## config.mk

```make
export PLATFORM = sky130hd
export DESIGN_NAME = fma_feed
export DESIGN_NICKNAME = d
export VERILOG_FILES = /design/src/source/mem_cfg_pkg.sv /design/src/source/isa_pkg.sv /design/src/source/fma_feed.sv
export SDC_FILE = /design/constraint.sdc
export NUM_CORES = 1
export LEC_CHECK = 0
export BUFFER_PORTS_ARGS = -buffer_cell sky130_fd_sc_hd__buf_2
export CORE_MARGIN = 3
export CORE_UTILIZATION = 35
export DETAILED_ROUTE_END_ITERATION = 12
export PLACE_DENSITY_LB_ADDON = 0.2
export SETUP_SLACK_MARGIN = 0.5
export SYNTH_ARGS = -nofsm -noshare
export SYNTH_HDL_FRONTEND = slang
export SYNTH_SLANG_ARGS = --single-unit
```

## constraint.sdc

```tcl
create_clock -name clk_in -period 2.9 [get_ports clk_in]
set_clock_uncertainty 0.2 [all_clocks]
set_input_delay 0.29 -clock clk_in [delete_from_list [all_inputs] [get_ports clk_in]]
set_output_delay 0.29 -clock clk_in [all_outputs]
set_load 0.1 [all_outputs]
```

## src/source/mem_cfg_pkg.sv

```systemverilog
package mem_cfg_pkg;

    // --------------------------------------------------
    // array geometry
    // --------------------------------------------------

    localparam int FMA_COUNT      = 2;  // FMAs fed from one line
    localparam int SLOTS_PER_FMA  = 3;  // a, b and c for each FMA
    localparam int WORD_WIDTH     = 16; // one operand
    localparam int WORDS_PER_LINE = FMA_COUNT * SLOTS_PER_FMA;   // 6 words
    localparam int LINE_WIDTH     = WORDS_PER_LINE * WORD_WIDTH; // 96 bits

    // 375 lines would do, the depth is rounded up so any 9-bit address is legal
    localparam int LINE_DEPTH = 512;
    localparam int ADDR_WIDTH = $clog2(LINE_DEPTH);

    // --------------------------------------------------
    // data types
    // --------------------------------------------------

    typedef logic [WORD_WIDTH-1:0] word_t;

    // word 0 sits in the top bits, word k feeds FMA k/3 at slot k mod 3
    typedef logic [LINE_WIDTH-1:0] line_t;

    typedef logic [ADDR_WIDTH-1:0] line_addr_t;

    // the three controller registers a LOAD may pick its base value from
    typedef struct packed {
        word_t reg_a;
        word_t reg_b;
        word_t reg_c;
    } ctrl_regs_t;

    // flags that travel with every line sent to the FMAs
    typedef struct packed {
        logic use_new_c; // FMAs take c from the line instead of their accumulator
        logic fma_valid; // FMAs may present their result
    } fma_flags_t;

endpackage
```

## src/source/isa_pkg.sv

```systemverilog
package isa_pkg;

    // --------------------------------------------------
    // instruction word layout
    // --------------------------------------------------
    // | 31..28 opcode | 27..24 field_a | 23..8 imm | 7..4 field_b | 3..0 unused |

    localparam int INSTR_WIDTH   = 32;
    localparam int OPCODE_WIDTH  = 4;
    localparam int FIELD_WIDTH   = 4;
    localparam int IMM_WIDTH     = mem_cfg_pkg::WORD_WIDTH;
    localparam int OPCODE_LSB    = 28;
    localparam int FIELD_A_LSB   = 24;
    localparam int IMM_LSB       = 8;
    localparam int FIELD_B_LSB   = 4;

    typedef logic [INSTR_WIDTH-1:0] instr_t;
    typedef logic [FIELD_WIDTH-1:0] field_t;

    // field_b values that select a controller register for LOAD, anything else picks reg_c
    localparam field_t SEL_REG_A = 4'd0;
    localparam field_t SEL_REG_B = 4'd1;

    // a WRITEB flag field is true only when it holds exactly this value
    localparam field_t FIELD_SET = 4'd1;

    // the ALU opcodes belong to the controller and pass through here with no effect
    typedef enum logic [OPCODE_WIDTH-1:0] {
        NOP    = 4'd0,
        END    = 4'd1,
        XOR    = 4'd2,
        ADDI   = 4'd3,
        BGE    = 4'd4,
        JUMP   = 4'd5,
        SMA    = 4'd6,  // set the current line address
        LOADI  = 4'd7,  // immediate into one staging word
        SENDL  = 4'd8,  // staging line into the RAM
        LOADB  = 4'd9,  // write buffer line into the RAM
        WRITEB = 4'd10, // RAM line out to the FMAs
        LOAD   = 4'd13  // register plus per-FMA step into one slot of every FMA
    } opcode_e;

    // decoded instruction as handed to the datapath blocks
    typedef struct packed {
        opcode_e                 op;
        mem_cfg_pkg::line_addr_t addr;    // effective line address
        field_t                  field_a; // word index or slot
        mem_cfg_pkg::word_t      imm;     // value for LOADI, diff for LOAD
        mem_cfg_pkg::word_t      base;    // controller register picked by field_b
        mem_cfg_pkg::fma_flags_t flags;   // only meaningful for WRITEB
    } mem_cmd_t;

endpackage

```

## src/source/fma_feed.sv

```systemverilog
module fma_feed (
    input  logic                    clk_in,
    input  logic                    rst_in,
    input  isa_pkg::mem_cmd_t       cmd,
    input  logic                    cmd_strobe,
    output logic                    rd_en,
    output mem_cfg_pkg::line_addr_t rd_addr,
    input  mem_cfg_pkg::line_t      rd_line,
    output mem_cfg_pkg::line_t      abc_out,
    output mem_cfg_pkg::fma_flags_t flags_out,
    output logic                    abc_valid
);

    logic                    ram_valid; // a read is sitting in the RAM output stage
    mem_cfg_pkg::fma_flags_t ram_flags; // flags of that read

    // --------------------------------------------------
    // read issue
    // --------------------------------------------------

    // WRITEB reads in its strobe cycle, the RAM registers the line on the next edge
    assign rd_en   = cmd_strobe && (cmd.op == isa_pkg::WRITEB);
    assign rd_addr = cmd.addr;

    // flags ride beside the RAM stage so each read keeps its own
    always_ff @(posedge clk_in) begin
        if (rd_en) begin
            ram_flags <= cmd.flags;
        end
    end

    // --------------------------------------------------
    // output stage toward the FMAs
    // --------------------------------------------------

    always_ff @(posedge clk_in) begin
        if (rst_in) begin
            ram_valid <= 1'b0;
            abc_valid <= 1'b0;
            flags_out <= '0;
        end else begin
            ram_valid <= rd_en;
            abc_valid <= ram_valid; // one-cycle pulse, FMAs cannot stall it
            if (ram_valid) begin
                flags_out <= ram_flags; // held until the next WRITEB lands
            end
        end
    end

    // line is registered with its flags and then held
    always_ff @(posedge clk_in) begin
        if (ram_valid) begin
            abc_out <= rd_line;
        end
    end

endmodule

```

==> impl_metrics.xml, run 1 <==
<?xml version="1.0" encoding="UTF-8"?>
<metrics>
  <group name="clock_network">
    <metric name="cts_resized" unit="">0</metric>
    <metric name="cts-hold-fix-buffers" unit="">101</metric>
    <metric name="cts_h_tree_depth" unit="">3</metric>
    <metric name="cts.sinks" unit="">102</metric>
    <metric name="cts_made_buffers" unit="">9</metric>
    <metric name="clockBufferDepth" unit="">2</metric>
    <metric name="root_buffer" unit="">clkbuf_8</metric>
    <metric name="post-cts-setup-buffers" unit="">0</metric>
  </group>
  <group name="synthesis">
    <metric name="ys.warnings.count" unit="">0</metric>
    <metric name="share_of_the_synthesized_netlist_area_taken_by_xor_and_xnor_gates" unit="">0</metric>
    <metric name="yosys.area_share.simple" unit="">0.0178</metric>
    <metric name="ys_top_cells_by_area" unit="">edfxtp_1, dfxtp_1, buf_4</metric>
    <metric name="netlist-cell-type-count" unit="">9</metric>
    <metric name="seq_area_frac_synth" unit="">0.955</metric>
    <metric name="synthesized_area" unit="mm2">0.00317</metric>
    <metric name="synth.ff_latch_count" unit="">102</metric>
    <metric name="post-synth-top-area-fraction" unit="">0.929</metric>
    <metric name="synth_top_family_by_area" unit="">buffers and inverters</metric>
    <metric name="post_synth.cell_area_avg" unit="um2">26.6</metric>
    <metric name="syn-num-nets" unit="">269</metric>
    <metric name="synth_cells" unit="">119</metric>
    <metric name="synth_compound_area_frac" unit="">0</metric>
    <metric name="yosys-mux-area-fraction" unit="">0.00632</metric>
    <metric name="synth_fa_ha_area_frac" unit="">0</metric>
    <metric name="cell_type_with_the_highest_aggregate_area_in_the_netlist" unit="">edfxtp_1</metric>
  </group>
  <group name="place">
    <metric name="buffer_ports.inserted" unit="">204</metric>
    <metric name="final_replace_weighted_congestion" unit="">0.689</metric>
  </group>
  <group name="floorplanning">
    <metric name="die_height" unit="um">101</metric>
    <metric name="pin_count" unit="">259</metric>
    <metric name="floorplan.initialDensity" unit="">0.361</metric>
    <metric name="placementRows" unit="">34</metric>
    <metric name="floorplan.die.width" unit="um">101</metric>
  </group>
  <group name="status">
    <metric name="result_of_the_run" unit="">aborted with a tool error</metric>
    <metric name="error_line" unit="">[ERROR RSZ-0060] Max buffer count reached.</metric>
    <metric name="stop_stage" unit="">4_1_cts</metric>
  </group>
</metrics>
## through the flow
step | utilization | cells | setup WS [ns] | hold slack, ns | cell area, um2
after floorplan | - | 119 | 0.561 | 0.154 | 3170
after global placement | 0.489 | 423 | 1.14 | 0.266 | 4280
after detailed placement | 0.489 | 423 | 1.14 | 0.268 | 4280
## kinds of logic after synthesis
logic type	after synthesis
buffers and inverters	9
multiplexers	2
AND/OR/NAND/NOR	6
flip-flops	102
## synthesized netlist by cell type, drive strengths merged
cell	count
buf	9
dfxtp	4
edfxtp	98
mux2i	2
nand3b	1
nor2	2
nor2b	1
nor3b	1
nor4b	1
==> inputs of run 2 (changes only) <==
--- a/config.mk
+++ b/config.mk
@@ -6,11 +6,10 @@
 export NUM_CORES = 1
 export LEC_CHECK = 0
 export BUFFER_PORTS_ARGS = -buffer_cell sky130_fd_sc_hd__buf_2
-export CORE_MARGIN = 3
-export CORE_UTILIZATION = 35
+export CORE_AREA = 3 3 99 101
 export DETAILED_ROUTE_END_ITERATION = 12
-export PLACE_DENSITY_LB_ADDON = 0.2
-export SETUP_SLACK_MARGIN = 0.5
+export DIE_AREA = 0 0 102 104
+export PLACE_DENSITY_LB_ADDON = 0.15
 export SYNTH_ARGS = -nofsm -noshare
 export SYNTH_HDL_FRONTEND = slang
 export SYNTH_SLANG_ARGS = --single-unit
==> constraint.sdc (replaced) <==
create_clock -name clk_in -period 3.8 [get_ports clk_in]
set_clock_uncertainty 0.2 [all_clocks]
set_input_delay 0.38 -clock clk_in [delete_from_list [all_inputs] [get_ports clk_in]]
set_output_delay 0.38 -clock clk_in [all_outputs]
set_load 0.1 [all_outputs]
==> run 2 against run 1 <==
  * The flow now finishes without violations
  * Synthesized cell count stayed put
  * Synthesized area stayed put
==> impl_metrics.xml, run 2 <==
<?xml version="1.0" encoding="UTF-8"?>
<metrics>
  <group name="status">
    <metric name="result_of_the_run" unit="">completed</metric>
  </group>
  <group name="synthesis">
    <metric name="seq_area_frac_synth" unit="">0.955</metric>
    <metric name="yosys.area_share.simple" unit="">0.0178</metric>
    <metric name="synth_cells" unit="">119</metric>
    <metric name="synth_fa_ha_area_frac" unit="">0</metric>
    <metric name="ys.warnings.count" unit="">0</metric>
    <metric name="post_synth.cell_area_avg" unit="um2">26.6</metric>
    <metric name="synth_top_family_by_area" unit="">buffers and inverters</metric>
    <metric name="yosys-mux-area-fraction" unit="">0.00632</metric>
    <metric name="synth_commonest_cells" unit="">edfxtp_1, buf_4, dfxtp_1</metric>
    <metric name="synth_compound_area_frac" unit="">0</metric>
    <metric name="synth.ff_latch_count" unit="">102</metric>
    <metric name="number_of_synthesized_flops_with_an_enable_pin" unit="">98</metric>
    <metric name="ys_top_cells_by_area" unit="">edfxtp_1, dfxtp_1, buf_4</metric>
    <metric name="cell_with_the_most_instances_after_synthesis" unit="">edfxtp_1</metric>
    <metric name="cell_type_with_the_highest_aggregate_area_in_the_netlist" unit="">edfxtp_1</metric>
    <metric name="postSynth.topFlopCell" unit="">edfxtp_1</metric>
    <metric name="post-synth-top-area-fraction" unit="">0.929</metric>
    <metric name="synth_async_sr_flop_share" unit="">0</metric>
    <metric name="netlist-cell-type-count" unit="">9</metric>
    <metric name="share_of_the_synthesized_netlist_area_taken_by_xor_and_xnor_gates" unit="">0</metric>
    <metric name="syn-num-nets" unit="">269</metric>
    <metric name="synthesized_area" unit="mm2">0.00317</metric>
  </group>
  <group name="layout">
    <metric name="mostFrequentLayoutCells" unit="">buf_2, dlygate4sd3_1, edfxtp_1</metric>
    <metric name="post_layout_cell_count" unit="">542</metric>
    <metric name="final_layout_fill_cell_count" unit="">709</metric>
    <metric name="layout_commonest_cell" unit="">buf_2</metric>
    <metric name="final_area" unit="mm2">0.00544</metric>
    <metric name="largest_register" unit="">abc_out</metric>
    <metric name="area.growth.synth_to_final" unit="%">71.7</metric>
    <metric name="largest_register_ffs" unit="">96</metric>
    <metric name="insertedDiodeCount" unit="">0</metric>
    <metric name="fin_nets" unit="">576</metric>
    <metric name="layout-drive-gt1-share" unit="">0.517</metric>
    <metric name="layout_top_registers" unit="">abc_out (96), flags_out (2), ram_flags (2)</metric>
  </group>
  <group name="floorplanning">
    <metric name="floorplan.initialDensity" unit="">0.348</metric>
    <metric name="floorplan.die.width" unit="um">102</metric>
    <metric name="die_area" unit="mm2">0.0106</metric>
    <metric name="die_height" unit="um">104</metric>
    <metric name="core_area" unit="mm2">0.00911</metric>
    <metric name="placementRows" unit="">35</metric>
    <metric name="pin_count" unit="">259</metric>
  </group>
  <group name="hold_path">
    <metric name="holdCritPathClass" unit="">in2reg</metric>
  </group>
  <group name="clock_network">
    <metric name="clkTransAtPathRegs" unit="ns">0.09</metric>
    <metric name="cts_h_tree_depth" unit="">3</metric>
    <metric name="cts_made_buffers" unit="">9</metric>
    <metric name="clock_tree_from_tritoncts" unit="">built</metric>
    <metric name="clockBufferDepth" unit="">2</metric>
    <metric name="cts.sinks" unit="">102</metric>
    <metric name="root_buffer" unit="">clkbuf_8</metric>
    <metric name="worst_skew_pair.late_latency" unit="ns">0.34</metric>
    <metric name="cts_resized" unit="">0</metric>
  </group>
  <group name="run">
    <metric name="maxCapViolations" unit="">0</metric>
  </group>
  <group name="critical_path">
    <metric name="worstPathRequired" unit="ns">3.22</metric>
    <metric name="timing_worst_setup_path_type" unit="">in2out</metric>
    <metric name="worst_ep_arrival_time" unit="ns">1.90</metric>
    <metric name="cp_top_family" unit="">buffers and inverters</metric>
    <metric name="critical_path.max_stage_delay" unit="ns">0.52</metric>
    <metric name="path_common_cell" unit="">buf_2</metric>
    <metric name="critPathBufInv" unit="">3</metric>
    <metric name="critPathCaptureType" unit="">primary output</metric>
    <metric name="timing.critical_path.slowest_stage_cell" unit="">dlygate4sd3_1</metric>
    <metric name="path_cells" unit="">dlygate4sd3_1, buf_2, nor3b_1, buf_2</metric>
    <metric name="timing.critical_path.from_type" unit="">primary input</metric>
    <metric name="timing.critical_path.fanout_max" unit="">3</metric>
  </group>
  <group name="pwr">
    <metric name="power.static_leakage" unit="uW">0.00225</metric>
    <metric name="report.power.total" unit="uW">2020</metric>
    <metric name="power_per_cell_area" unit="mW/mm2">371</metric>
    <metric name="peak_supply_drop" unit="mV">0.185</metric>
  </group>
  <group name="route">
    <metric name="detailedRoute.firstIterationViolations" unit="">63</metric>
    <metric name="vias" unit="">2294</metric>
    <metric name="drt-pass1-iter-count" unit="">4</metric>
    <metric name="postRouteAntennaNets" unit="">0</metric>
    <metric name="drt_wl_total" unit="um">8190</metric>
    <metric name="via_per_inst" unit="">4.23</metric>
    <metric name="remaining_drc_errors" unit="">0</metric>
    <metric name="drt-wirelength-per-cell" unit="um">15.1</metric>
  </group>
  <group name="timing">
    <metric name="max_slew.worst_pin.slew" unit="ns">0.951</metric>
    <metric name="setup_violations" unit="">0</metric>
    <metric name="hold_viol_final" unit="">0</metric>
    <metric name="slew_headroom" unit="">0.366</metric>
    <metric name="maxClockFrequency" unit="GHz">0.403</metric>
    <metric name="rsz0062_at_grt" unit="">false</metric>
    <metric name="post-route-period-util" unit="">0.652</metric>
    <metric name="slew_viol_final" unit="">0</metric>
    <metric name="fin_ws" unit="ns">1.32</metric>
    <metric name="timing.setup.tns" unit="ns">0</metric>
    <metric name="fin_crit" unit="ns">2.48</metric>
  </group>
  <group name="place">
    <metric name="placement.cell_area" unit="mm2">0.00428</metric>
    <metric name="dpl.cell_count" unit="">427</metric>
    <metric name="dpl_worst_slack" unit="ns">1.74</metric>
    <metric name="post-dp-hpwl" unit="um">5010</metric>
    <metric name="buffer_ports.inserted" unit="">204</metric>
    <metric name="final_replace_weighted_congestion" unit="">0.656</metric>
  </group>
  <group name="grt">
    <metric name="first_global_vias" unit="">2507</metric>
    <metric name="grt_use_total" unit="">0.155</metric>
    <metric name="grt_overflow" unit="">0</metric>
    <metric name="use_met3" unit="">0.0798</metric>
    <metric name="grt.met2_usage" unit="">0.263</metric>
    <metric name="global_route_wire_length_before_repair" unit="um">12400</metric>
    <metric name="number_of_antenna_violations_at_the_first_check_in_global_routing" unit="">0</metric>
    <metric name="grt_start_max_net_pins" unit="">76</metric>
    <metric name="grt.met1_usage" unit="">0.161</metric>
    <metric name="gr-max-usage-layer" unit="">met2</metric>
  </group>
</metrics>
run 2: cell counts after synthesis:
No cell type changed its count.
run 2: worst paths after layout:
| path | start | cells after the start | end | slack (ns) |
|---|---|---|---|---|
| hold reg to reg | ram_flags[0]$_DFFE_PP_ | 2 | flags_out[0]$_SDFFE_PP0P_ | 0.29 |
| setup reg to reg | ram_valid$_SDFF_PP0_ | 1 | abc_out[53]$_DFFE_PP_ | 1.93 |
| setup / recovery | cmd[49] | 4 | rd_en | 1.32 |
| hold / removal | rst_in | 2 | ram_valid$_SDFF_PP0_ | 0.05 |
run 2: logic make-up (layout without fill, tap and decap cells):
| logic type | Yosys count | after routing |
|---|---|---|
| mux | 2 | 2 |
| flops | 102 | 102 |
| buf+inv | 9 | 321 |
| simple gates | 6 | 6 |
run 2: stage by stage:
| stage | hold WS (ns) | util |
|---|---|---|
| 6_report | 0.0520 | 0.597 |
| 4_1_cts | 0.0255 | 0.597 |
| 2_1_floorplan | 0.251 | - |
| 5_1_grt | 0.0317 | 0.597 |
| 3_5_place_dp | 0.285 | 0.470 |
| 3_3_place_gp | 0.265 | 0.470 |
run 2: what timing repair did:
| item | CTS | global route |
|---|---|---|
| hold buffers | 99 | 0 |
| setup buffers | 0 | 0 |
| hold endpoints to repair | 99 | 0 |
run 2: area by class of cell:
class                      instances  area [um2]  area share
multi-input combinational          8        76.3      0.0140
tap                              111         139      0.0255
clock inverter                     5        36.3     0.00667
timing repair buffer             305        2030       0.373
clock buffer                      11         131      0.0242
sequential                       102        3030       0.557
run 2: routing by layer:
| layer | part of all wire | wire (um) | vias up |
|---|---|---|---|
| met5 | 0 | 0 | - |
| met4 | 0.018 | 144 | 0 |
| met3 | 0.13 | 1030 | 16 |
| met2 | 0.49 | 4050 | 146 |
| met1 | 0.36 | 2960 | 1059 |
| li1 | - | - | 1073 |
run 2: power breakdown:
group | internal [uW] | total (uW) | switching (uW)
Sequential | 1240 | 1240 | 4.37
Clock | 239 | 583 | 345
Combinational | 109 | 192 | 82.6
Note: power is estimated with default switching activity, not from simulation.
