### src/source/mem_cfg_pkg.sv
package mem_cfg_pkg;

    // --------------------------------------------------
    // array geometry
    // --------------------------------------------------

    localparam int FMA_COUNT      = 2;  // FMAs fed from one line
    localparam int SLOTS_PER_FMA  = 3;  // a, b and c for each FMA
    localparam int WORD_WIDTH     = 16; // one operand
    localparam int WORDS_PER_LINE = FMA_COUNT * SLOTS_PER_FMA;   // 6 words
    localparam int LINE_WIDTH     = WORDS_PER_LINE * WORD_WIDTH; // 96 bits

    // 375 lines would do, the depth is rounded up so any 9-bit address is legal
    localparam int LINE_DEPTH = 512;
    localparam int ADDR_WIDTH = $clog2(LINE_DEPTH);

    // --------------------------------------------------
    // data types
    // --------------------------------------------------

    typedef logic [WORD_WIDTH-1:0] word_t;

    // word 0 sits in the top bits, word k feeds FMA k/3 at slot k mod 3
    typedef logic [LINE_WIDTH-1:0] line_t;

    typedef logic [ADDR_WIDTH-1:0] line_addr_t;

    // the three controller registers a LOAD may pick its base value from
    typedef struct packed {
        word_t reg_a;
        word_t reg_b;
        word_t reg_c;
    } ctrl_regs_t;

    // flags that travel with every line sent to the FMAs
    typedef struct packed {
        logic use_new_c; // FMAs take c from the line instead of their accumulator
        logic fma_valid; // FMAs may present their result
    } fma_flags_t;

endpackage
### src/source/isa_pkg.sv
package isa_pkg;

    // --------------------------------------------------
    // instruction word layout
    // --------------------------------------------------
    // | 31..28 opcode | 27..24 field_a | 23..8 imm | 7..4 field_b | 3..0 unused |

    localparam int INSTR_WIDTH   = 32;
    localparam int OPCODE_WIDTH  = 4;
    localparam int FIELD_WIDTH   = 4;
    localparam int IMM_WIDTH     = mem_cfg_pkg::WORD_WIDTH;
    localparam int OPCODE_LSB    = 28;
    localparam int FIELD_A_LSB   = 24;
    localparam int IMM_LSB       = 8;
    localparam int FIELD_B_LSB   = 4;

    typedef logic [INSTR_WIDTH-1:0] instr_t;
    typedef logic [FIELD_WIDTH-1:0] field_t;

    // field_b values that select a controller register for LOAD, anything else picks reg_c
    localparam field_t SEL_REG_A = 4'd0;
    localparam field_t SEL_REG_B = 4'd1;

    // a WRITEB flag field is true only when it holds exactly this value
    localparam field_t FIELD_SET = 4'd1;

    // the ALU opcodes belong to the controller and pass through here with no effect
    typedef enum logic [OPCODE_WIDTH-1:0] {
        NOP    = 4'd0,
        END    = 4'd1,
        XOR    = 4'd2,
        ADDI   = 4'd3,
        BGE    = 4'd4,
        JUMP   = 4'd5,
        SMA    = 4'd6,  // set the current line address
        LOADI  = 4'd7,  // immediate into one staging word
        SENDL  = 4'd8,  // staging line into the RAM
        LOADB  = 4'd9,  // write buffer line into the RAM
        WRITEB = 4'd10, // RAM line out to the FMAs
        LOAD   = 4'd13  // register plus per-FMA step into one slot of every FMA
    } opcode_e;

    // decoded instruction as handed to the datapath blocks
    typedef struct packed {
        opcode_e                 op;
        mem_cfg_pkg::line_addr_t addr;    // effective line address
        field_t                  field_a; // word index or slot
        mem_cfg_pkg::word_t      imm;     // value for LOADI, diff for LOAD
        mem_cfg_pkg::word_t      base;    // controller register picked by field_b
        mem_cfg_pkg::fma_flags_t flags;   // only meaningful for WRITEB
    } mem_cmd_t;

endpackage

### src/source/instr_port.sv
module instr_port (
    input  logic                    clk_in,
    input  logic                    rst_in,
    input  isa_pkg::instr_t         instr,
    input  logic                    instr_req,
    output logic                    instr_ack,
    input  mem_cfg_pkg::ctrl_regs_t regs,
    output isa_pkg::mem_cmd_t       cmd,
    output logic                    cmd_strobe
);

    // ACKED lasts exactly one cycle and doubles as the command strobe
    typedef enum logic [1:0] {
        IDLE,
        ACKED,
        WAIT_DROP
    } handshake_state_e;

    handshake_state_e        state;
    mem_cfg_pkg::line_addr_t cur_addr; // line address kept between instructions

    isa_pkg::opcode_e        op_f;
    isa_pkg::field_t         field_a_f;
    isa_pkg::field_t         field_b_f;
    mem_cfg_pkg::word_t      imm_f;
    mem_cfg_pkg::line_addr_t addr_f;   // address this instruction works on
    mem_cfg_pkg::word_t      base_f;
    mem_cfg_pkg::fma_flags_t flags_f;
    logic                    accept;

    // --------------------------------------------------
    // field decode
    // --------------------------------------------------

    always_comb begin
        // opcodes 11, 12, 14 and 15 fall into no case below and so do nothing
        op_f      = isa_pkg::opcode_e'(instr[isa_pkg::OPCODE_LSB +: isa_pkg::OPCODE_WIDTH]);
        field_a_f = instr[isa_pkg::FIELD_A_LSB +: isa_pkg::FIELD_WIDTH];
        imm_f     = instr[isa_pkg::IMM_LSB +: isa_pkg::IMM_WIDTH];
        field_b_f = instr[isa_pkg::FIELD_B_LSB +: isa_pkg::FIELD_WIDTH];

        // only the low address bits of the immediate are used
        case (op_f)
            isa_pkg::SMA,
            isa_pkg::LOADB,
            isa_pkg::WRITEB: addr_f = imm_f[mem_cfg_pkg::ADDR_WIDTH-1:0];
            default:         addr_f = cur_addr; // SENDL and LOAD reuse the SMA address
        endcase

        case (field_b_f)
            isa_pkg::SEL_REG_A: base_f = regs.reg_a;
            isa_pkg::SEL_REG_B: base_f = regs.reg_b;
            default:            base_f = regs.reg_c;
        endcase

        flags_f.use_new_c = (field_a_f == isa_pkg::FIELD_SET); // other values read as false
        flags_f.fma_valid = (field_b_f == isa_pkg::FIELD_SET);
    end

    // a new request is only taken while ack is low
    assign accept = (state == IDLE) && instr_req;

    // --------------------------------------------------
    // four-phase handshake
    // --------------------------------------------------

    always_ff @(posedge clk_in) begin
        if (rst_in) begin
            state    <= IDLE;
            cur_addr <= '0;
        end else begin
            case (state)
                IDLE: begin
                    if (instr_req) begin
                        state <= ACKED;
                    end
                end
                ACKED: begin
                    state <= WAIT_DROP; // command goes out during this cycle
                end
                WAIT_DROP: begin
                    if (!instr_req) begin
                        state <= IDLE; // ack falls together with this step
                    end
                end
                default: begin
                    state <= IDLE;
                end
            endcase

            if (accept) begin
                cur_addr <= addr_f;
            end
        end
    end

    // command fields are captured once, on the accepting edge
    always_ff @(posedge clk_in) begin
        if (accept) begin
            cmd.op      <= op_f;
            cmd.addr    <= addr_f;
            cmd.field_a <= field_a_f;
            cmd.imm     <= imm_f;
            cmd.base    <= base_f; // regs as seen on the accepting edge
            cmd.flags   <= flags_f;
        end
    end

    assign instr_ack  = (state != IDLE);
    assign cmd_strobe = (state == ACKED);

endmodule

### config.mk
export PLATFORM = sky130hd
export DESIGN_NAME = instr_port
export DESIGN_NICKNAME = d
export VERILOG_FILES = /design/src/source/mem_cfg_pkg.sv /design/src/source/isa_pkg.sv /design/src/source/instr_port.sv
export SDC_FILE = /design/constraint.sdc
export NUM_CORES = 1
export LEC_CHECK = 0
export BUFFER_PORTS_ARGS = -buffer_cell sky130_fd_sc_hd__buf_2
export CAP_MARGIN = 20
export CELL_PAD_IN_SITES_DETAIL_PLACEMENT = 0
export CELL_PAD_IN_SITES_GLOBAL_PLACEMENT = 1
export CORE_ASPECT_RATIO = 1.1
export CORE_UTILIZATION = 36
export CTS_CLUSTER_DIAMETER = 60
export CTS_CLUSTER_SIZE = 8
export DETAILED_ROUTE_END_ITERATION = 6
export PLACE_DENSITY_LB_ADDON = 0.1
export SETUP_SLACK_MARGIN = 0.02
export SLEW_MARGIN = 20
export SYNTH_ARGS = -nofsm -noshare
export SYNTH_HDL_FRONTEND = slang
export SYNTH_SLANG_ARGS = --single-unit
### constraint.sdc
create_clock -name clk_in -period 6.2 [get_ports clk_in]
set_input_delay 0.31 -clock clk_in [delete_from_list [all_inputs] [get_ports clk_in]]
set_output_delay 0.31 -clock clk_in [all_outputs]
set_load 0.1 [all_outputs]
==> metrics.cfg, run 1 <==
[placed_design]
io_buffers=131
dpl_cell_area_sq_um=3220
dp_hpwl_mm=3.61
place_congestion=0.678
place_ws_ns=4.14

[grt]
grt_pass1_vias=1758
gr-usage-all-layers_pct=14.8
grt_max_degree=61
antenna_found_initial=0
overflow=0
grt_pass1_wl_mm=7.78

[synthesis]
ys_async_sr_fraction_pct=0
synth_area_per_cell_sq_um=13.2
synth_area_sq_um=2500
ys_types=29
synth_edf_count=51
yosysSeqAreaShare_pct=70.0
synth-seq-cells=62
syn_nets=272
yosys_most_used_dff=edfxtp_1
netlist_instances=189
yosys_warnings=0

[clock_network]
cts_max_level=3
cts_tree=yes
clk_pin_slew_ns=0.07
clk_latency_ns=0.32
ctsHoldBuffers=0
cts_sinks=62
postCtsSetupBuffers=0
cts_made_buffers=9
root_buffer=clkbuf_8
cts_resized=0
clk_path_buf_depth=2

[pwr]
vdd_drop_max_v=0.000162
finalPower_mw=1.12
leakage_nw=1.51
power-per-cell-area_nw_per_um2=326

[worst_setup_path]
required_ns=6.15
cp-endpoint=cmd[26]$_DFFE_PP_
crit_path_start=state[1]$_SDFFE_PP0P_
cp-end-kind=flip-flop
critPathKind=flip-flop to flip-flop
cp_max_fo=60
reg2reg_slack_ns=4.19
arrival_ns=1.96
crit_path_start_kind=flip-flop
worstReg2RegStart=state[1]$_SDFFE_PP0P_
r2r_cells=3
r2r-end=cmd[26]$_DFFE_PP_

[cells_and_area]
drive_gt1_share_pct=47.4
nNetsFinal=407
final_cell_mix=131 x buf_2, 51 x edfxtp_1, 27 x nand2_1, 25 x a21oi_1, 17 x nor2_1
n_antenna_cell=0
final_area_sq_um=3420
syn2layout_area_growth_pct=36.8
final_common_cell=buf_2

[flow_run]
max_cap_viol_count=0

[timing]
finClkSkew_ns=0.00896
whs_ns=0.156
min_period_over_period_pct=32.3
setup_ws_ns=4.19
finalHoldViolCount=0
period_minus_slack_ns=2.01
setup_viol=0
max_slew_margin_pct=49.1
finalSetupTns_ns=0
finalMaxSlewViolations=0
grt_setup_unrepaired=false
clock.fmax_ghz=0.499
worst_pin_slew_ns=0.764

[worst_hold_path]
whs_path_depth=1
hold_class=input pin to flip-flop

[die]
rows=31
fp.dieH_um=89.4
die_w_um=81.5
initial_core_util_pct=37.7
coreArea_sq_um=6630
io_pins=136
die-area_sq_um=7290

[routing]
via_count=1928
post_drt_wl_per_cell_um=12.6
route.detailed.drc=0
firstDrtPassIters=4
vias_per_cell=4.69
initialDrtViolationCount=74
routed_wl_mm=5.18
ant_nets=0

[status]
status=completed

[critical path: stages, from the launching register on]
cell,delay [ns]
dfxtp_1,0.32
or3b_1,0.58
inv_2,0.10
buf_4,0.62
[metal layers]
layer	vias up	share of wire [%]	track usage, %
li1	959	-	-
met1	868	41	15.8
met2	88	48	25.6
met3	13	8.1	4.08
met4	0	2.8	9.42
met5	-	0	0
[metrics by stage]
stage          utilization [%]  instances
6_report                  51.6        411
2_1_floorplan                -        189
5_1_grt                   51.6        411
4_1_cts                   51.4        410
3_3_place_gp              48.5        394
3_5_place_dp              48.5        394
[how the worst min path moves through the flow]
stage / from / to
2_1_floorplan: rst_in / cur_addr[0]$_SDFFE_PP0P_
3_3_place_gp: cur_addr[8]$_SDFFE_PP0P_ / cur_addr[8]$_SDFFE_PP0P_
3_5_place_dp: cur_addr[8]$_SDFFE_PP0P_ / cur_addr[8]$_SDFFE_PP0P_
4_1_cts: instr[22] / cmd[32]$_DFFE_PP_
5_1_grt: instr[22] / cmd[32]$_DFFE_PP_
6_report: instr[22] / cmd[32]$_DFFE_PP_
[Yosys cell counts, drive strengths merged, types with 3 or more instances]
master	instances	area (sq um)
nand3	9	57.6
nor2	17	63.8
buf	6	45.0
nand2	27	101
a21oi	26	134
o21ai	10	65.1
dfxtp	11	220
mux2i	16	160
clkbuf	3	11.3
edfxtp	51	1530
[power by group]
group | total (mW) | leakage, nW | internal [mW] | switching (mW)
Clock | 0.344 | 0.0964 | 0.196 | 0.148
Sequential | 0.490 | 0.581 | 0.484 | 0.00621
Combinational | 0.282 | 0.833 | 0.0501 | 0.231
Total | 1.12 | 1.51 | 0.730 | 0.386
[cells by family (layout without fill, tap and decap cells)]
| logic type | after synthesis | in the layout | share of synthesized area [%] |
|---|---|---|---|
| AOI/OAI and AO/OA | 37 | 37 | 8.55 |
| xor gates and xnor gates | 1 | 1 | 0.651 |
| buffers and inverters | 11 | 151 | 2.55 |
| DFF | 62 | 62 | 70.0 |
| muxes | 16 | 16 | 6.40 |
| and+or+nand+nor | 62 | 62 | 11.8 |
[registers in the layout, summed over array words and instances, names as in the netlist]
name      count
state         2
cmd          51
cur_addr      9
[cell type report]
cell class | instances | area (sq um)
clock buffers | 12 | 145
clock inverters | 4 | 47.5
fillers | 624 | 3210
inverters | 2 | 7.51
multi-input cells | 116 | 692
flip-flops and latches | 62 | 1750
well taps | 82 | 103
repair buffers | 133 | 674
Note: power is estimated with default switching activity, not from simulation.
==> run 2, diff against run 1 <==
Settings changed: ABC_AREA set to 1, CORE_UTILIZATION 36 to 29.
Clock period 6.2 ns to 1.7 ns, I/O delays scaled along.
==> run 2 against run 1 <==
  * Sequential cell count unchanged
  * Non-clock buffer count grew 24
  * Combinational power grew to 4.2 times the previous value
  * Sequential share of layout area shrank 4.3 points
  * Worst setup slack got worse by 3.9 ns
  * Sequential power grew to 3.7 times the previous value
  * Register-to-register slack worse by 3.7 ns
  * Global-route usage decreased by 1.0 points
  * Count of clock-buffer cells in the layout is 1 lower
  * Critical path depth grew 5
  * Critical path type is now input pin to flip-flop
==> metrics.cfg, run 2 <==
[timing]
clock.fmax_ghz=0.720
finalHoldViolCount=0  ; unchanged
finalMaxSlewViolations=0  ; unchanged
period_minus_slack_ns=1.39
finClkSkew_ns=0.00561  ; -0.00335 ns
min_period_over_period_pct=81.6
grt_setup_unrepaired=false
finalSetupTns_ns=0  ; unchanged
max_slew_margin_pct=66.6  ; +18 points
setup_viol=0  ; unchanged
worst_pin_slew_ns=0.504  ; -0.259 ns

[cells_and_area]
top_register=cmd
n_antenna_cell=0  ; unchanged
syn2layout_area_growth_pct=48.9
fill_cells=878  ; +41%
nNetsFinal=476  ; +17%
largestRegisters=cmd x51, cur_addr x9, state x2
largest_register_ffs=51  ; unchanged
final_cell_mix=131 x buf_2, 79 x nand2_1, 51 x edfxtp_1, 35 x nand3_1, 24 x dlygate4sd3_1
fin_util_pct=44.4  ; -7.1 points
drive_gt1_share_pct=39.4  ; -8.0 points
final_common_cell=buf_2
final_area_sq_um=3740  ; +9.2%

[clock_network]
cts_made_buffers=9  ; unchanged
ctsHoldBuffers=24  ; +24
cts_tree=yes
root_buffer=clkbuf_8
postCtsSetupBuffers=0  ; unchanged
clk_path_buf_depth=2  ; unchanged
cts_max_level=3  ; unchanged
cts_resized=0  ; unchanged
cts_sinks=62  ; unchanged
clk_latency_ns=0.33  ; about the same
clk_pin_slew_ns=0.07  ; about the same

[die]
die_w_um=90.7  ; +11%
initial_core_util_pct=29.9  ; -7.9 points
die-area_sq_um=9030  ; +24%
fp.dieH_um=99.6  ; +11%
rows=35  ; +13%
io_pins=136  ; unchanged
coreArea_sq_um=8410  ; +27%

[routing]
routed_wl_mm=5.83  ; +13%
route.detailed.drc=0  ; unchanged
via_count=2112  ; +9.5%
vias_per_cell=4.15  ; -12%
ant_nets=0  ; unchanged
firstDrtPassIters=4  ; unchanged
post_drt_wl_per_cell_um=11.4  ; -9.1%
initialDrtViolationCount=67  ; -9.5%

[grt]
overflow=0  ; unchanged
grt.busiest_layer=met2
grt_util_met1_pct=17.0  ; +1.2 points
grt_pass1_vias=1983  ; +13%
grt_max_degree=37  ; -39%
antenna_found_initial=0  ; unchanged
grt_pass1_wl_mm=9.45  ; +22%
use_met2_pct=22.0  ; -3.6 points
met3_usage_pct=4.59  ; +0.51 points
gr-usage-all-layers_pct=13.8  ; -1.0 points

[worst_hold_path]
hold_class=input pin to flip-flop

[synthesis]
syn_nets=313  ; +15%
ys_async_sr_fraction_pct=0  ; unchanged
synth_common_cells=79 x nand2_1, 51 x edfxtp_1, 35 x nand3_1, 20 x nor2_1, 17 x inv_1
synth-seq-cells=62  ; unchanged
ys_top_cells_by_area=edfxtp_1 61%, nand2_1 12%, dfxtp_1 8.8%, nand3_1 7.0%, nor2_1 3.0%
yosysMostFrequentCell=nand2_1
synth_area_sq_um=2510  ; +0.35%
synth_area_per_cell_sq_um=10.9  ; -18%
ys_types=17  ; -41%
synth_edf_count=51  ; unchanged
netlist_instances=230  ; +22%
yosysTopAreaCell=edfxtp_1
yosys_warnings=0  ; unchanged
synth_top_area_share_pct=61.0  ; -0.21 points
yosysSeqAreaShare_pct=69.8  ; -0.24 points
yosys_most_used_dff=edfxtp_1

[placed_design]
place_congestion=0.748  ; +10%
dpl_cell_area_sq_um=3300  ; +2.7%
dp_hpwl_mm=4.05  ; +12%
io_buffers=131  ; unchanged

[worst_setup_path]
arrival_ns=1.48  ; -0.48 ns
slowest_delay_ns=0.53  ; -0.09 ns
crit_path_start_kind=input pin
cp-end-kind=flip-flop
crit_chain=dlygate4sd3_1, buf_2, inv_1, nand3_1, nand2_2, nand2_2, nand2_1, nand2_1
cp_max_fo=10  ; -83%
critPathKind=input pin to flip-flop
required_ns=1.79  ; -4.36 ns
cpMaxStageDelayCell=dlygate4sd3_1

[pwr]
power-per-cell-area_nw_per_um2=1150  ; +250%
vdd_drop_max_v=0.000510  ; +220%
leakage_nw=1.78  ; +18%

[flow_run]
max_cap_viol_count=0  ; unchanged

[status]
status=completed

## run 2: cell types whose count changed in the layout (fill, tap and decap cells not counted), sizes merged, moves of 7 or more
cell | before | now
nand2 | 27 | 84
nor2 | 17 | 24
nand3 | 9 | 35
a21oi | 26 | 0
dlygate4sd3 | 0 | 24
o21ai | 10 | 0
inv | 2 | 17
mux2i | 16 | 0
## run 2: cells by family (layout without fill, tap and decap cells)
kind of cell,Yosys count,count (layout),share of synthesized area (%)
flops,62,62,69.8
buf+inv,23,191,4.59
compound gates,1,1,0.299
simple gates,144,144,25.3
## run 2: critical path, delay by kind of cell
family / cells / cell delay, ns
simple gates: 5 / 0.65
buf+inv: 3 / 0.73
## run 2: stage by stage
stage          worst slack (ns)  hold WS [ns]  instances  power, mW
6_report                  0.312        0.0252        509       4.28
5_1_grt                   0.164        0.0179        509       4.49
4_1_cts                   0.286       0.00837        509       4.34
3_5_place_dp              0.448         0.263        469       3.02
3_3_place_gp              0.449         0.262        469       3.01
2_1_floorplan             0.376         0.184        230       2.78
## run 2: layout make-up
type / instances / area [sq um] / share of cell area (%)
flip-flops and latches: 62 / 1750 / 46.9
well taps: 111 / 139 / 3.72
repair buffers: 157 / 936 / 25.1
multi-input cells: 145 / 646 / 17.3
clock inverters: 5 / 50.0 / 1.34
clock buffers: 11 / 141 / 3.78
inverters: 18 / 72.6 / 1.94
## run 2: path summary, 6_finish.rpt
path                                            start               endpoint  slack, ns  depth (start not counted)
worst max-delay path                        instr[30]      cmd[38]$_DFFE_PP_       0.31                          8
worst min-delay path                         regs[36]       cmd[6]$_DFFE_PP_       0.03                          3
worst max register to register  state[1]$_SDFFE_PP0P_       cmd[0]$_DFFE_PP_       0.50                          4
worst min register to register  state[1]$_SDFFE_PP0P_  state[1]$_SDFFE_PP0P_       0.52                          1
## run 2: where the power goes
part | switching (mW) | internal, mW | total (mW)
logic | 0.950 | 0.243 | 1.19
registers | 0.0313 | 1.79 | 1.83
clock network | 0.557 | 0.705 | 1.26
## run 2: per-layer routing
layer | up-vias | share of wire (%)
met4 | 0 | 1.3
li1 | 1093 | -
met5 | - | 0
met1 | 926 | 44
met2 | 84 | 48
met3 | 9 | 6.8
