==> src/source/mem_cfg_pkg.sv <==
package mem_cfg_pkg;

    // --------------------------------------------------
    // array geometry
    // --------------------------------------------------

    localparam int FMA_COUNT      = 2;  // FMAs fed from one line
    localparam int SLOTS_PER_FMA  = 3;  // a, b and c for each FMA
    localparam int WORD_WIDTH     = 16; // one operand
    localparam int WORDS_PER_LINE = FMA_COUNT * SLOTS_PER_FMA;   // 6 words
    localparam int LINE_WIDTH     = WORDS_PER_LINE * WORD_WIDTH; // 96 bits

    // 375 lines would do, the depth is rounded up so any 9-bit address is legal
    localparam int LINE_DEPTH = 512;
    localparam int ADDR_WIDTH = $clog2(LINE_DEPTH);

    // --------------------------------------------------
    // data types
    // --------------------------------------------------

    typedef logic [WORD_WIDTH-1:0] word_t;

    // word 0 sits in the top bits, word k feeds FMA k/3 at slot k mod 3
    typedef logic [LINE_WIDTH-1:0] line_t;

    typedef logic [ADDR_WIDTH-1:0] line_addr_t;

    // the three controller registers a LOAD may pick its base value from
    typedef struct packed {
        word_t reg_a;
        word_t reg_b;
        word_t reg_c;
    } ctrl_regs_t;

    // flags that travel with every line sent to the FMAs
    typedef struct packed {
        logic use_new_c; // FMAs take c from the line instead of their accumulator
        logic fma_valid; // FMAs may present their result
    } fma_flags_t;

endpackage
==> src/source/isa_pkg.sv <==
package isa_pkg;

    // --------------------------------------------------
    // instruction word layout
    // --------------------------------------------------
    // | 31..28 opcode | 27..24 field_a | 23..8 imm | 7..4 field_b | 3..0 unused |

    localparam int INSTR_WIDTH   = 32;
    localparam int OPCODE_WIDTH  = 4;
    localparam int FIELD_WIDTH   = 4;
    localparam int IMM_WIDTH     = mem_cfg_pkg::WORD_WIDTH;
    localparam int OPCODE_LSB    = 28;
    localparam int FIELD_A_LSB   = 24;
    localparam int IMM_LSB       = 8;
    localparam int FIELD_B_LSB   = 4;

    typedef logic [INSTR_WIDTH-1:0] instr_t;
    typedef logic [FIELD_WIDTH-1:0] field_t;

    // field_b values that select a controller register for LOAD, anything else picks reg_c
    localparam field_t SEL_REG_A = 4'd0;
    localparam field_t SEL_REG_B = 4'd1;

    // a WRITEB flag field is true only when it holds exactly this value
    localparam field_t FIELD_SET = 4'd1;

    // the ALU opcodes belong to the controller and pass through here with no effect
    typedef enum logic [OPCODE_WIDTH-1:0] {
        NOP    = 4'd0,
        END    = 4'd1,
        XOR    = 4'd2,
        ADDI   = 4'd3,
        BGE    = 4'd4,
        JUMP   = 4'd5,
        SMA    = 4'd6,  // set the current line address
        LOADI  = 4'd7,  // immediate into one staging word
        SENDL  = 4'd8,  // staging line into the RAM
        LOADB  = 4'd9,  // write buffer line into the RAM
        WRITEB = 4'd10, // RAM line out to the FMAs
        LOAD   = 4'd13  // register plus per-FMA step into one slot of every FMA
    } opcode_e;

    // decoded instruction as handed to the datapath blocks
    typedef struct packed {
        opcode_e                 op;
        mem_cfg_pkg::line_addr_t addr;    // effective line address
        field_t                  field_a; // word index or slot
        mem_cfg_pkg::word_t      imm;     // value for LOADI, diff for LOAD
        mem_cfg_pkg::word_t      base;    // controller register picked by field_b
        mem_cfg_pkg::fma_flags_t flags;   // only meaningful for WRITEB
    } mem_cmd_t;

endpackage

==> src/source/line_builder.sv <==
module line_builder (
    input  logic                    clk_in,
    input  logic                    rst_in,
    input  isa_pkg::mem_cmd_t       cmd,
    input  logic                    cmd_strobe,
    input  mem_cfg_pkg::line_t      wb_line,
    output logic                    wr_en,
    output mem_cfg_pkg::line_addr_t wr_addr,
    output mem_cfg_pkg::line_t      wr_line
);

    mem_cfg_pkg::line_t stage;      // staging line filled by LOADI and LOAD
    mem_cfg_pkg::line_t stage_next;
    mem_cfg_pkg::line_t wb_q;       // write buffer line one edge late

    // lowest bit of word k, counted from the top of the line
    function automatic int word_lsb(input int k);
        return mem_cfg_pkg::LINE_WIDTH - (k + 1) * mem_cfg_pkg::WORD_WIDTH;
    endfunction

    // --------------------------------------------------
    // staging line update
    // --------------------------------------------------

    always_comb begin
        stage_next = stage;
        if (cmd_strobe) begin
            case (cmd.op)
                isa_pkg::LOADI: begin
                    // loop only covers real words, so indices 6 to 15 match nothing
                    for (int k = 0; k < mem_cfg_pkg::WORDS_PER_LINE; k++) begin
                        if (cmd.field_a == isa_pkg::field_t'(k)) begin
                            stage_next[word_lsb(k) +: mem_cfg_pkg::WORD_WIDTH] = cmd.imm;
                        end
                    end
                end
                isa_pkg::LOAD: begin
                    // FMA i gets base + i * diff in the chosen slot, wrapping at 16 bits
                    for (int i = 0; i < mem_cfg_pkg::FMA_COUNT; i++) begin
                        for (int s = 0; s < mem_cfg_pkg::SLOTS_PER_FMA; s++) begin
                            if (cmd.field_a == isa_pkg::field_t'(s)) begin
                                stage_next[word_lsb(i * mem_cfg_pkg::SLOTS_PER_FMA + s)
                                           +: mem_cfg_pkg::WORD_WIDTH] =
                                    cmd.base + mem_cfg_pkg::word_t'(i) * cmd.imm;
                            end
                        end
                    end
                end
                default: begin
                    // every other opcode leaves the staging line alone
                end
            endcase
        end
    end

    always_ff @(posedge clk_in) begin
        if (rst_in) begin
            stage <= '0;
        end else begin
            stage <= stage_next;
        end
    end

    // --------------------------------------------------
    // RAM write request
    // --------------------------------------------------

    // sampled every cycle so the strobe cycle sees the line from the accepting edge
    always_ff @(posedge clk_in) begin
        wb_q <= wb_line;
    end

    // the registered command is the write request, the RAM takes it on the next edge
    assign wr_en   = cmd_strobe && (cmd.op == isa_pkg::SENDL || cmd.op == isa_pkg::LOADB);
    assign wr_addr = cmd.addr;
    assign wr_line = (cmd.op == isa_pkg::LOADB) ? wb_q : stage; // SENDL sends the staging line

endmodule

==> config.mk <==
export PLATFORM = sky130hd
export DESIGN_NAME = line_builder
export DESIGN_NICKNAME = d
export VERILOG_FILES = /design/src/source/mem_cfg_pkg.sv /design/src/source/isa_pkg.sv /design/src/source/line_builder.sv
export SDC_FILE = /design/constraint.sdc
export NUM_CORES = 1
export LEC_CHECK = 0
export ABC_AREA = 1
export BUFFER_PORTS_ARGS = -buffer_cell sky130_fd_sc_hd__buf_2
export CAP_MARGIN = 10
export CORE_ASPECT_RATIO = 0.5
export CORE_MARGIN = 2
export CORE_UTILIZATION = 43
export CTS_CLUSTER_SIZE = 16
export DETAILED_ROUTE_END_ITERATION = 6
export PLACE_DENSITY = 0.7
export SYNTH_ARGS = -nofsm -noshare
export SYNTH_HDL_FRONTEND = slang
export SYNTH_SLANG_ARGS = --single-unit
export TNS_END_PERCENT = 5
==> constraint.sdc <==
create_clock -name clk_in -period 2.4 [get_ports clk_in]
set_clock_uncertainty 0.15 [all_clocks]
set_input_delay 0.24 -clock clk_in [delete_from_list [all_inputs] [get_ports clk_in]]
set_output_delay 0.24 -clock clk_in [all_outputs]
set_load 0.01 [all_outputs]
==> results.sh, run 1 <==
export IMPL_outcome="finished, final reports clean"
export IMPL_crit_chain="dlygate4sd3_1 > buf_2 > ha_1 > nand2_1 > inv_1 > nand2_1 > nand2_1 > a21oi_1 > nand3_1 > nand3_1 > nand3_1 > nand2_1 > inv_1"
export IMPL_cp_max_fo=5
export IMPL_max_stage_delay_ns=0.54
export IMPL_synth_most_common_cell="dfxtp_1"
export IMPL_critPathSlowestCell="dlygate4sd3_1"
export IMPL_yosys_warnings=0
export IMPL_ir_drop_uv=503.6
export IMPL_syn_inst=944
export IMPL_io_pin_count=256
export IMPL_overflow=0
export IMPL_synth_compound_area_frac=0.1453
export IMPL_slew_viol_final=0
export IMPL_globalplace_congestion=0.8776
export IMPL_tns_ns=0
export IMPL_avgSynthCellArea_um2=8.272
export IMPL_syn_area_um2=7809
export IMPL_routed_via_density=4.983
export IMPL_async_reset_ff_frac=0
export IMPL_drive_gt1_frac=0.2814
export IMPL_grt_use_total=0.2453
export IMPL_synth_distinct_cells=28
export IMPL_synth_xor_area_frac=0.002243
export IMPL_finalCritPeriodShare=0.9260
export IMPL_yosys_top_cells_area="dfxtp_1, mux2_2, nand2_1"
export IMPL_synth_edff_count=0
export IMPL_dp_hpwl_um=16340
export IMPL_start_kind="input port"
export IMPL_cp_top_family="simple AND/OR/NAND/NOR gates"
export IMPL_endpoint_kind="flip-flop"
export IMPL_grt_start_max_net_pins=64
export IMPL_fillerInstances=1512
export IMPL_synth_largest_area_cell="dfxtp_1"
export IMPL_grt_pass1_vias=7304
export IMPL_grt_pass1_wl_um=37170
export IMPL_power_density_nw_per_um2=644.1
export IMPL_antenna_found_initial=3
export IMPL_maxSlewHeadroom=0.6104
export IMPL_die_area_um2=19320
export IMPL_cts_max_path_buffers=2
export IMPL_die_y_um=99.29
export IMPL_multi_input_area_um2=3273
export IMPL_synth_top_family_by_area="simple AND/OR/NAND/NOR gates"
export IMPL_seq_area_frac_synth=0.4922
export IMPL_synth_seq_cells=192
export IMPL_drt_initial_drc_count=534
export IMPL_rsz0062_at_grt="no"
export IMPL_synthAdderAreaFrac=0.02660
export IMPL_ant_nets=0
export IMPL_clock_sinks=192
export IMPL_cts_tree="done"
export IMPL_worstHoldPathType="in2reg"
export IMPL_synth_simple_gate_area_frac=0.1522
export IMPL_drt_wirelength_per_cell_um=15.65
export IMPL_arrival_ns=2.41
export IMPL_seq_area_um2=3844
export IMPL_netlist_area_leader_share=0.4922
export IMPL_root_buffer="clkbuf_16"
export IMPL_area_delta_synth_final_pct=39.10
export IMPL_numPortBuffers=235
export IMPL_post_cts_buffers=0
export IMPL_yosys_top_cells_count="dfxtp_1, nand2_1, inv_1"
export IMPL_htreeDepth=4
export IMPL_cts_inserted_buffers=17
export IMPL_synth_nets=1110
export IMPL_drc_errors=0
export IMPL_rows=34
export IMPL_ys_flop_type="dfxtp_1"
export IMPL_finalHoldViolations=0
export IMPL_p_leak_nw=5.496
export IMPL_worst_pin_slew_ns=0.5782
export IMPL_min_period_ns=2.222
export IMPL_core_area_um2=17570
export IMPL_fmax_mhz=450.0
export IMPL_drt_pass1_iter_count=5
export IMPL_start_util=0.4445
export IMPL_cp_num_buf_inv=4
export IMPL_setup_worst_path_class="in2reg"
export IMPL_die_w_um=194.6
export IMPL_worst_skew_pair_late_latency_ns=0.43
export IMPL_final_util=0.6182
export IMPL_via_count=7564
export IMPL_setup_viol=0
export IMPL_critPathRequiredTime_ns=2.58
export IMPL_crit_top_cell="nand2_1"
export IMPL_max_cap_viol_count=0
export IMPL_synth_area_mux_share=0.09085
export IMPL_clkTransAtPathRegs_ns=0.08
export IMPL_final_nets=1436
export IMPL_wl_um=23760
export IMPL_report_power_total_w=0.006996
==> worst register-to-register path: stages (launching register included) <==
cell and delay [ns]:
dfxtp_1 0.36, o21ai_0 0.10, a31oi_1 0.15, dlygate4sd3_1 0.55
==> power breakdown <==
group | internal [W] | switching, W | leakage [nW]
clock | 0.00140 | 0.00145 | 0.279
combinational | 0.000390 | 0.000432 | 3.63
sequential | 0.00330 | 0.0000318 | 1.59
total | 0.00509 | 0.00191 | 5.50
==> final timing paths <==
check,endpoint,cells past startpoint,slack [ns],start
max reg2reg,stage[85],3,1.03,stage[85]
max,stage[45],13,0.18,cmd[14]
min,stage[53],3,0.01,cmd[7]
min reg2reg,stage[2],2,0.36,stage[2]
==> stage by stage <==
stage	instance area, µm²	setup WS, ns	std cells	hold WS, ns
after floorplan	7809	0.5877	944	0.1177
after global placement	9210	0.2265	1379	0.1922
after detailed placement	9210	0.1567	1379	0.1936
after CTS	10860	0.1924	1517	0.0006470
after global routing	10860	0.03486	1518	0.005277
final	10860	0.1775	1518	0.01360
==> metal layers <==
layer	vias to the layer above	share of wire	global-route usage
li1	3768	-	-
met1	3509	0.46	0.3170
met2	234	0.46	0.4031
met3	51	0.064	0.05968
met4	2	0.021	0.08935
met5	-	0.00063	0
==> logic make-up after synthesis <==
logic type	after synthesis
multiplexers	63
AND/OR/NAND/NOR	288
buffers and inverters	173
AO/OA/AOI/OAI	210
XOR/XNOR	2
adder cells (fa/ha/maj)	16
flip-flops	192
==> cells in the final DEF, fill, tap and decap left out, types with 2 or more instances in the layout <==
cell type	n
o21ai_1	5
dlygate4sd3_1	106
mux2_2	63
nand2_1	158
dfxtp_1	192
ha_1	14
a21oi_1	76
nor2_1	64
a31oi_1	58
o21ai_0	70
clkinv_4	2
clkinvlp_4	3
buf_12	3
nor3_1	3
clkbuf_16	17
inv_8	7
buf_2	235
inv_1	117
nand3_2	2
clkinv_8	2
nand3b_1	2
nor2_2	2
inv_2	4
nand3_1	49
nand4_1	3
buf_4	15
==> registers in the layout, indices dropped and copies added, names as in the netlist <==
register,cells
stage,96
wb_q,96
==> cell type report <==
class,instances,area share
well taps,234,0.02696
inverters,121,0.04182
flip-flops and latches,192,0.3539
diodes,1,0.0002304
multi-input cells,579,0.3013
clock inverters,15,0.01474
clock buffers,17,0.03917
repair buffers,359,0.2219
==> repair_timing <==
| action | 4_1_cts | 5_1_grt |
|---|---|---|
| hold endpoints to repair | 118 | 0 |
| setup endpoints to repair | 0 | 2 |
| gates resized for setup | 0 | 1 |
| hold buffers | 106 | 0 |
(Power assumes the default switching activity.)
==> inputs of run 2 (changes only) <==
SETUP_SLACK_MARGIN = 0.5   (was unset)
clock period = 2.2 ns   (was 2.4 ns; I/O delays follow)
==> results.sh, run 2 (synthesis gave the netlist of run 1 again) <==
export IMPL_outcome="finished, final reports clean"
export IMPL_p_leak_nw=5.747
export IMPL_maxSlewHeadroom=0.6166
export IMPL_max_cap_viol_count=0
export IMPL_clock_sinks=192
export IMPL_final_cell_area_um2=11430
export IMPL_drive_gt1_frac=0.2978
export IMPL_via_count=7814
export IMPL_htreeDepth=4
export IMPL_worst_pin_slew_ns=0.5751
export IMPL_grt_pass1_vias=7505
export IMPL_grt_start_max_net_pins=64
export IMPL_globalplace_congestion=0.9130
export IMPL_critPathRequiredTime_ns=1.83
export IMPL_rr_worst_depth=4
export IMPL_ant_nets=0
export IMPL_max_stage_delay_ns=0.30
export IMPL_cts_inserted_buffers=17
export IMPL_die_y_um=99.29
export IMPL_drt_pass1_iter_count=5
export IMPL_pre_cts_ws_ns=0.1300
export IMPL_power_density_nw_per_um2=701.8
export IMPL_setup_ws_ns=0.4587
export IMPL_arrival_ns=1.37
export IMPL_final_nets=1456
export IMPL_cts_tree="done"
export IMPL_fillerInstances=1467
export IMPL_overflow=0
export IMPL_hp_start="cmd[13]"
export IMPL_die_area_um2=19320
export IMPL_rows=34
export IMPL_setup_viol=0
export IMPL_r2r_slack_ns=1.29
export IMPL_dp_hpwl_um=16400
export IMPL_antenna_found_initial=3
export IMPL_instances_no_fill=1539
export IMPL_dpl_instance_area_um2=9263
export IMPL_r2r_end="stage[24]"
export IMPL_min_period_ns=1.741
export IMPL_switchingPower_w=0.002001
export IMPL_pwr_share_comb=0.122
export IMPL_reg_top3="stage: 96 flops, wb_q: 96 flops"
export IMPL_pwr_share_clk=0.425
export IMPL_cp_top_family="buffers and inverters"
export IMPL_fmax_mhz=574.3
export IMPL_worstHoldEndpoint="stage[75]"
export IMPL_setup_worst_path_class="in2out"
export IMPL_power_frac_seq=0.453
export IMPL_slew_viol_final=0
export IMPL_die_w_um=194.6
export IMPL_grt_pass1_wl_um=39140
export IMPL_tns_ns=0
export IMPL_sw_frac_of_total=0.2495
export IMPL_worst_skew_pair_late_latency_ns=0.43
export IMPL_numPortBuffers=235
export IMPL_start_util=0.4445
export IMPL_finalHoldViolations=0
export IMPL_rsz0062_at_grt="yes"
export IMPL_min_path_cells=3
export IMPL_ir_drop_uv=542.9
export IMPL_start_kind="input port"
export IMPL_endpoint_kind="output port"
export IMPL_layout_common_cells="buf_2, dfxtp_1, nand2_1"
export IMPL_routed_via_density=5.077
export IMPL_io_pin_count=256
export IMPL_worstHoldPathType="in2reg"
export IMPL_finalCritPeriodShare=0.7915
export IMPL_drt_initial_drc_count=526
export IMPL_clkTransAtPathRegs_ns=0.08
export IMPL_cp_num_buf_inv=6
export IMPL_drc_errors=0
export IMPL_dp_cells=1379
export IMPL_drt_wirelength_per_cell_um=16.75
export IMPL_final_common_cell="buf_2"
export IMPL_crit_top_cell="buf_12"
export IMPL_root_buffer="clkbuf_16"
export IMPL_grt_use_total=0.2604
export IMPL_wl_um=25770
export IMPL_critPathSlowestCell="mux2_4"
export IMPL_cts_max_path_buffers=2
export IMPL_intPower_w=0.006019
export IMPL_crit_chain="buf_8 > inv_4 > nor2_4 > nand2_4 > buf_12 > buf_12 > buf_16 > mux2_4 > buf_6"
export IMPL_area_delta_synth_final_pct=46.34
export IMPL_core_area_um2=17570
export IMPL_worstReg2RegStart="stage[24]"
export IMPL_cp_max_fo=6
run 2: changes by cell type in the layout (fill, tap and decap cells not counted), moves of 4 or more:
cell / delta
buf_2: -8
buf_6: +7
buf_12: +6
buf_16: +5
bufinv_16: +4
dlygate4sd3_1: +4
inv_6: +4
inv_8: -4
run 2: area by class of cell:
class / instances / area (µm²) / area share
diodes: 2 / 5.005 / 0.0004380
well taps: 234 / 292.8 / 0.02562
clock inverters: 15 / 219.0 / 0.01916
multi-input cells: 579 / 3316 / 0.2902
inverters: 121 / 459.2 / 0.04018
repair buffers: 379 / 2867 / 0.2508
clock buffers: 17 / 425.4 / 0.03723
flip-flops and latches: 192 / 3844 / 0.3364
run 2: metrics by stage:
step | power, W | utilization | hold slack [ns]
global route | 0.008318 | 0.6504 | 0.03130
detailed placement | 0.004455 | 0.5272 | 0.1736
floorplan | 0.004141 | - | 0.09772
CTS | 0.008030 | 0.6408 | 0.01070
finish | 0.008019 | 0.6504 | 0.02470
global placement | 0.004436 | 0.5272 | 0.1724
run 2: power groups by stage:
stage	sequential, W	combinational, W	clock, W
2_1_floorplan	0.00370	0.000444	0
3_3_place_gp	0.00370	0.000731	0
3_5_place_dp	0.00371	0.000744	0
4_1_cts	0.00363	0.000935	0.00346
5_1_grt	0.00364	0.00107	0.00361
6_report	0.00363	0.000979	0.00341
run 2: worst min-delay path, stage by stage:
cell,delay (ns)
buf_2,0.11
nand2_1,0.13
a31oi_1,0.10
run 2: metal layers:
| layer | track usage | vias up | share of wire |
|---|---|---|---|
| li1 | - | 3811 | - |
| met1 | 0.3387 | 3648 | 0.45 |
| met2 | 0.4309 | 302 | 0.47 |
| met3 | 0.05561 | 51 | 0.064 |
| met4 | 0.09527 | 2 | 0.022 |
| met5 | 0 | - | 0.00054 |
run 2: how the worst max path moves through the flow:
| stage | from | end | slack, ns | depth (start not counted) |
|---|---|---|---|---|
| finish | cmd[47] | wr_line[72] | 0.46 | 9 |
| global route | cmd[2] | stage[42] | 0.39 | 13 |
| CTS | cmd[47] | wr_line[73] | 0.41 | 9 |
| detailed placement | cmd[2] | stage[40] | 0.13 | 12 |
| global placement | cmd[2] | stage[40] | 0.14 | 12 |
| floorplan | cmd[50] | wr_line[10] | 0.51 | 7 |
run 2: what timing repair did:
item | CTS | global route
endpoints found under the setup margin | 55 | 122
hold buffers | 110 | 0
gates cloned | 5 | 3
gates resized for setup | 8 | 23
endpoints found under the hold margin | 124 | 0
buffers inserted | 5 | 3
pin swaps | 1 | 3
==> inputs of run 3 (changes only) <==
clock period = 1.7 ns   (was 2.2 ns; I/O delays follow)
==> results.sh, run 3 (synthesis gave the netlist of run 1 again) <==
export IMPL_io_pin_count=256
export IMPL_ir_drop_uv=718.2
export IMPL_grt_start_max_net_pins=64
export IMPL_final_nets=1496
export IMPL_die_area_um2=19320
export IMPL_cts_tree="done"
export IMPL_routed_via_density=4.997
export IMPL_die_w_um=194.6
export IMPL_outcome="finished, final reports clean"
export IMPL_finalCritPeriodShare=0.9772
export IMPL_via_count=7885
export IMPL_critPathRequiredTime_ns=1.38
export IMPL_grt_use_total=0.2608
export IMPL_setup_ws_ns=0.03878
export IMPL_final_common_cell="buf_2"
export IMPL_maxSlewHeadroom=0.7434
export IMPL_tns_ns=0
export IMPL_cp_num_buf_inv=6
export IMPL_drt_initial_drc_count=698
export IMPL_area_delta_synth_final_pct=52.83
export IMPL_cp_max_fo=6
export IMPL_cp_top_family="buffers and inverters"
export IMPL_root_buffer="clkbuf_16"
export IMPL_critPathSlowestCell="mux2_2"
export IMPL_max_stage_delay_ns=0.33
export IMPL_instances_no_fill=1578
export IMPL_worst_skew_pair_late_latency_ns=0.43
export IMPL_numPortBuffers=235
export IMPL_drt_pass1_iter_count=4
export IMPL_drive_gt1_frac=0.3529
export IMPL_globalplace_congestion=0.9129
export IMPL_worstHoldPathType="in2reg"
export IMPL_fmax_mhz=602.0
export IMPL_power_density_nw_per_um2=865.3
export IMPL_start_util=0.4445
export IMPL_arrival_ns=1.34
export IMPL_pre_cts_ws_ns=-0.3295
export IMPL_reg_top3="stage: 96 flops, wb_q: 96 flops"
export IMPL_hold_slack_ns=0.04619
export IMPL_drt_wirelength_per_cell_um=16.57
export IMPL_htreeDepth=4
export IMPL_clock_sinks=192
export IMPL_layout_common_cells="buf_2, dfxtp_1, nand2_1"
export IMPL_cts_inserted_buffers=17
export IMPL_wl_um=26150
export IMPL_dp_hpwl_um=16650
export IMPL_endpoint_kind="output port"
export IMPL_rsz0062_at_grt="yes"
export IMPL_p_leak_nw=5.957
export IMPL_overflow=0
export IMPL_ant_nets=0
export IMPL_finalHoldViolations=0
export IMPL_drc_errors=0
export IMPL_clkTransAtPathRegs_ns=0.08
export IMPL_grt_pass1_vias=7555
export IMPL_grt_pass1_wl_um=39130
export IMPL_max_cap_viol_count=0
export IMPL_rows=34
export IMPL_worst_pin_slew_ns=0.3839
export IMPL_die_y_um=99.29
export IMPL_crit_chain="buf_8 > inv_4 > nor2_4 > buf_6 > nand2_8 > buf_12 > clkbuf_16 > mux2_2 > buf_2"
export IMPL_core_area_um2=17570
export IMPL_dp_cells=1431
export IMPL_min_period_ns=1.661
export IMPL_slew_viol_final=0
export IMPL_start_kind="input port"
export IMPL_antenna_found_initial=1
export IMPL_cts_max_path_buffers=2
export IMPL_setup_worst_path_class="in2out"
export IMPL_setup_viol=0
-- run 3: cell count changes in the layout (fill, tap and decap cells not counted), sizes merged --
cell | previous run | this run
clkbuf | 19 | 22
bufinv | 4 | 2
buf | 266 | 318
dlygate4sd3 | 110 | 98
clkinvlp | 1 | 0
diode | 2 | 1
bufbuf | 1 | 0
clkinv | 2 | 6
inv | 129 | 126
-- run 3: routing by layer --
layer	up-vias	GRT usage	wire (µm)
met1	3646	0.3532	11970
met3	49	0.04951	1546
met5	-	0	0
met4	0	0.08521	560
met2	305	0.4238	12080
li1	3885	-	-
-- run 3: final timing paths --
kind | start | depth (start not counted) | slack [ns] | to
worst max-delay path | cmd[47] | 9 | 0.04 | wr_line[89]
worst min-delay path | cmd[20] | 4 | 0.05 | stage[50]
worst max register to register | stage[31] | 4 | 0.77 | stage[31]
worst min register to register | stage[2] | 2 | 0.35 | stage[2]
-- run 3: area by class of cell --
type	count	area (µm²)
fill	1398	5635
sequential	192	3844
clock inverter	13	168.9
clock buffer	19	452.9
multi-input combinational	579	3542
timing repair buffer	419	3172
antenna	1	2.502
inverter	121	459.2
tap	234	292.8
-- run 3: where the power goes --
part,switching [W],internal (W)
Combinational,0.000719,0.000726
Sequential,0.0000470,0.00465
Clock,0.00187,0.00231
-- run 3: worst reg2reg max path: cells and delay by family, from the launching register on --
kind	cells	cell delay, ns
AND/OR/NAND/NOR	1	0.08
buffers and inverters	2	0.13
AO/OA/AOI/OAI	1	0.21
flip-flops	1	0.32
-- run 3: metrics by stage --
step                      total power, W    util  area [µm²]
after floorplan                 0.005366       -        7860
after global placement          0.005869  0.5520        9698
after detailed placement        0.005895  0.5520        9698
after CTS                        0.01028  0.6586       11570
after global routing             0.01075  0.6792       11930
final                            0.01033  0.6792       11930
-- run 3: timing repair --
item                       CTS  global route
setup endpoints to repair  192           192
hold buffers                98             0
buffers inserted             4             3
resized for setup           26            57
cloned                       5             4
pin swaps                    1            11
hold endpoints to repair   101             0
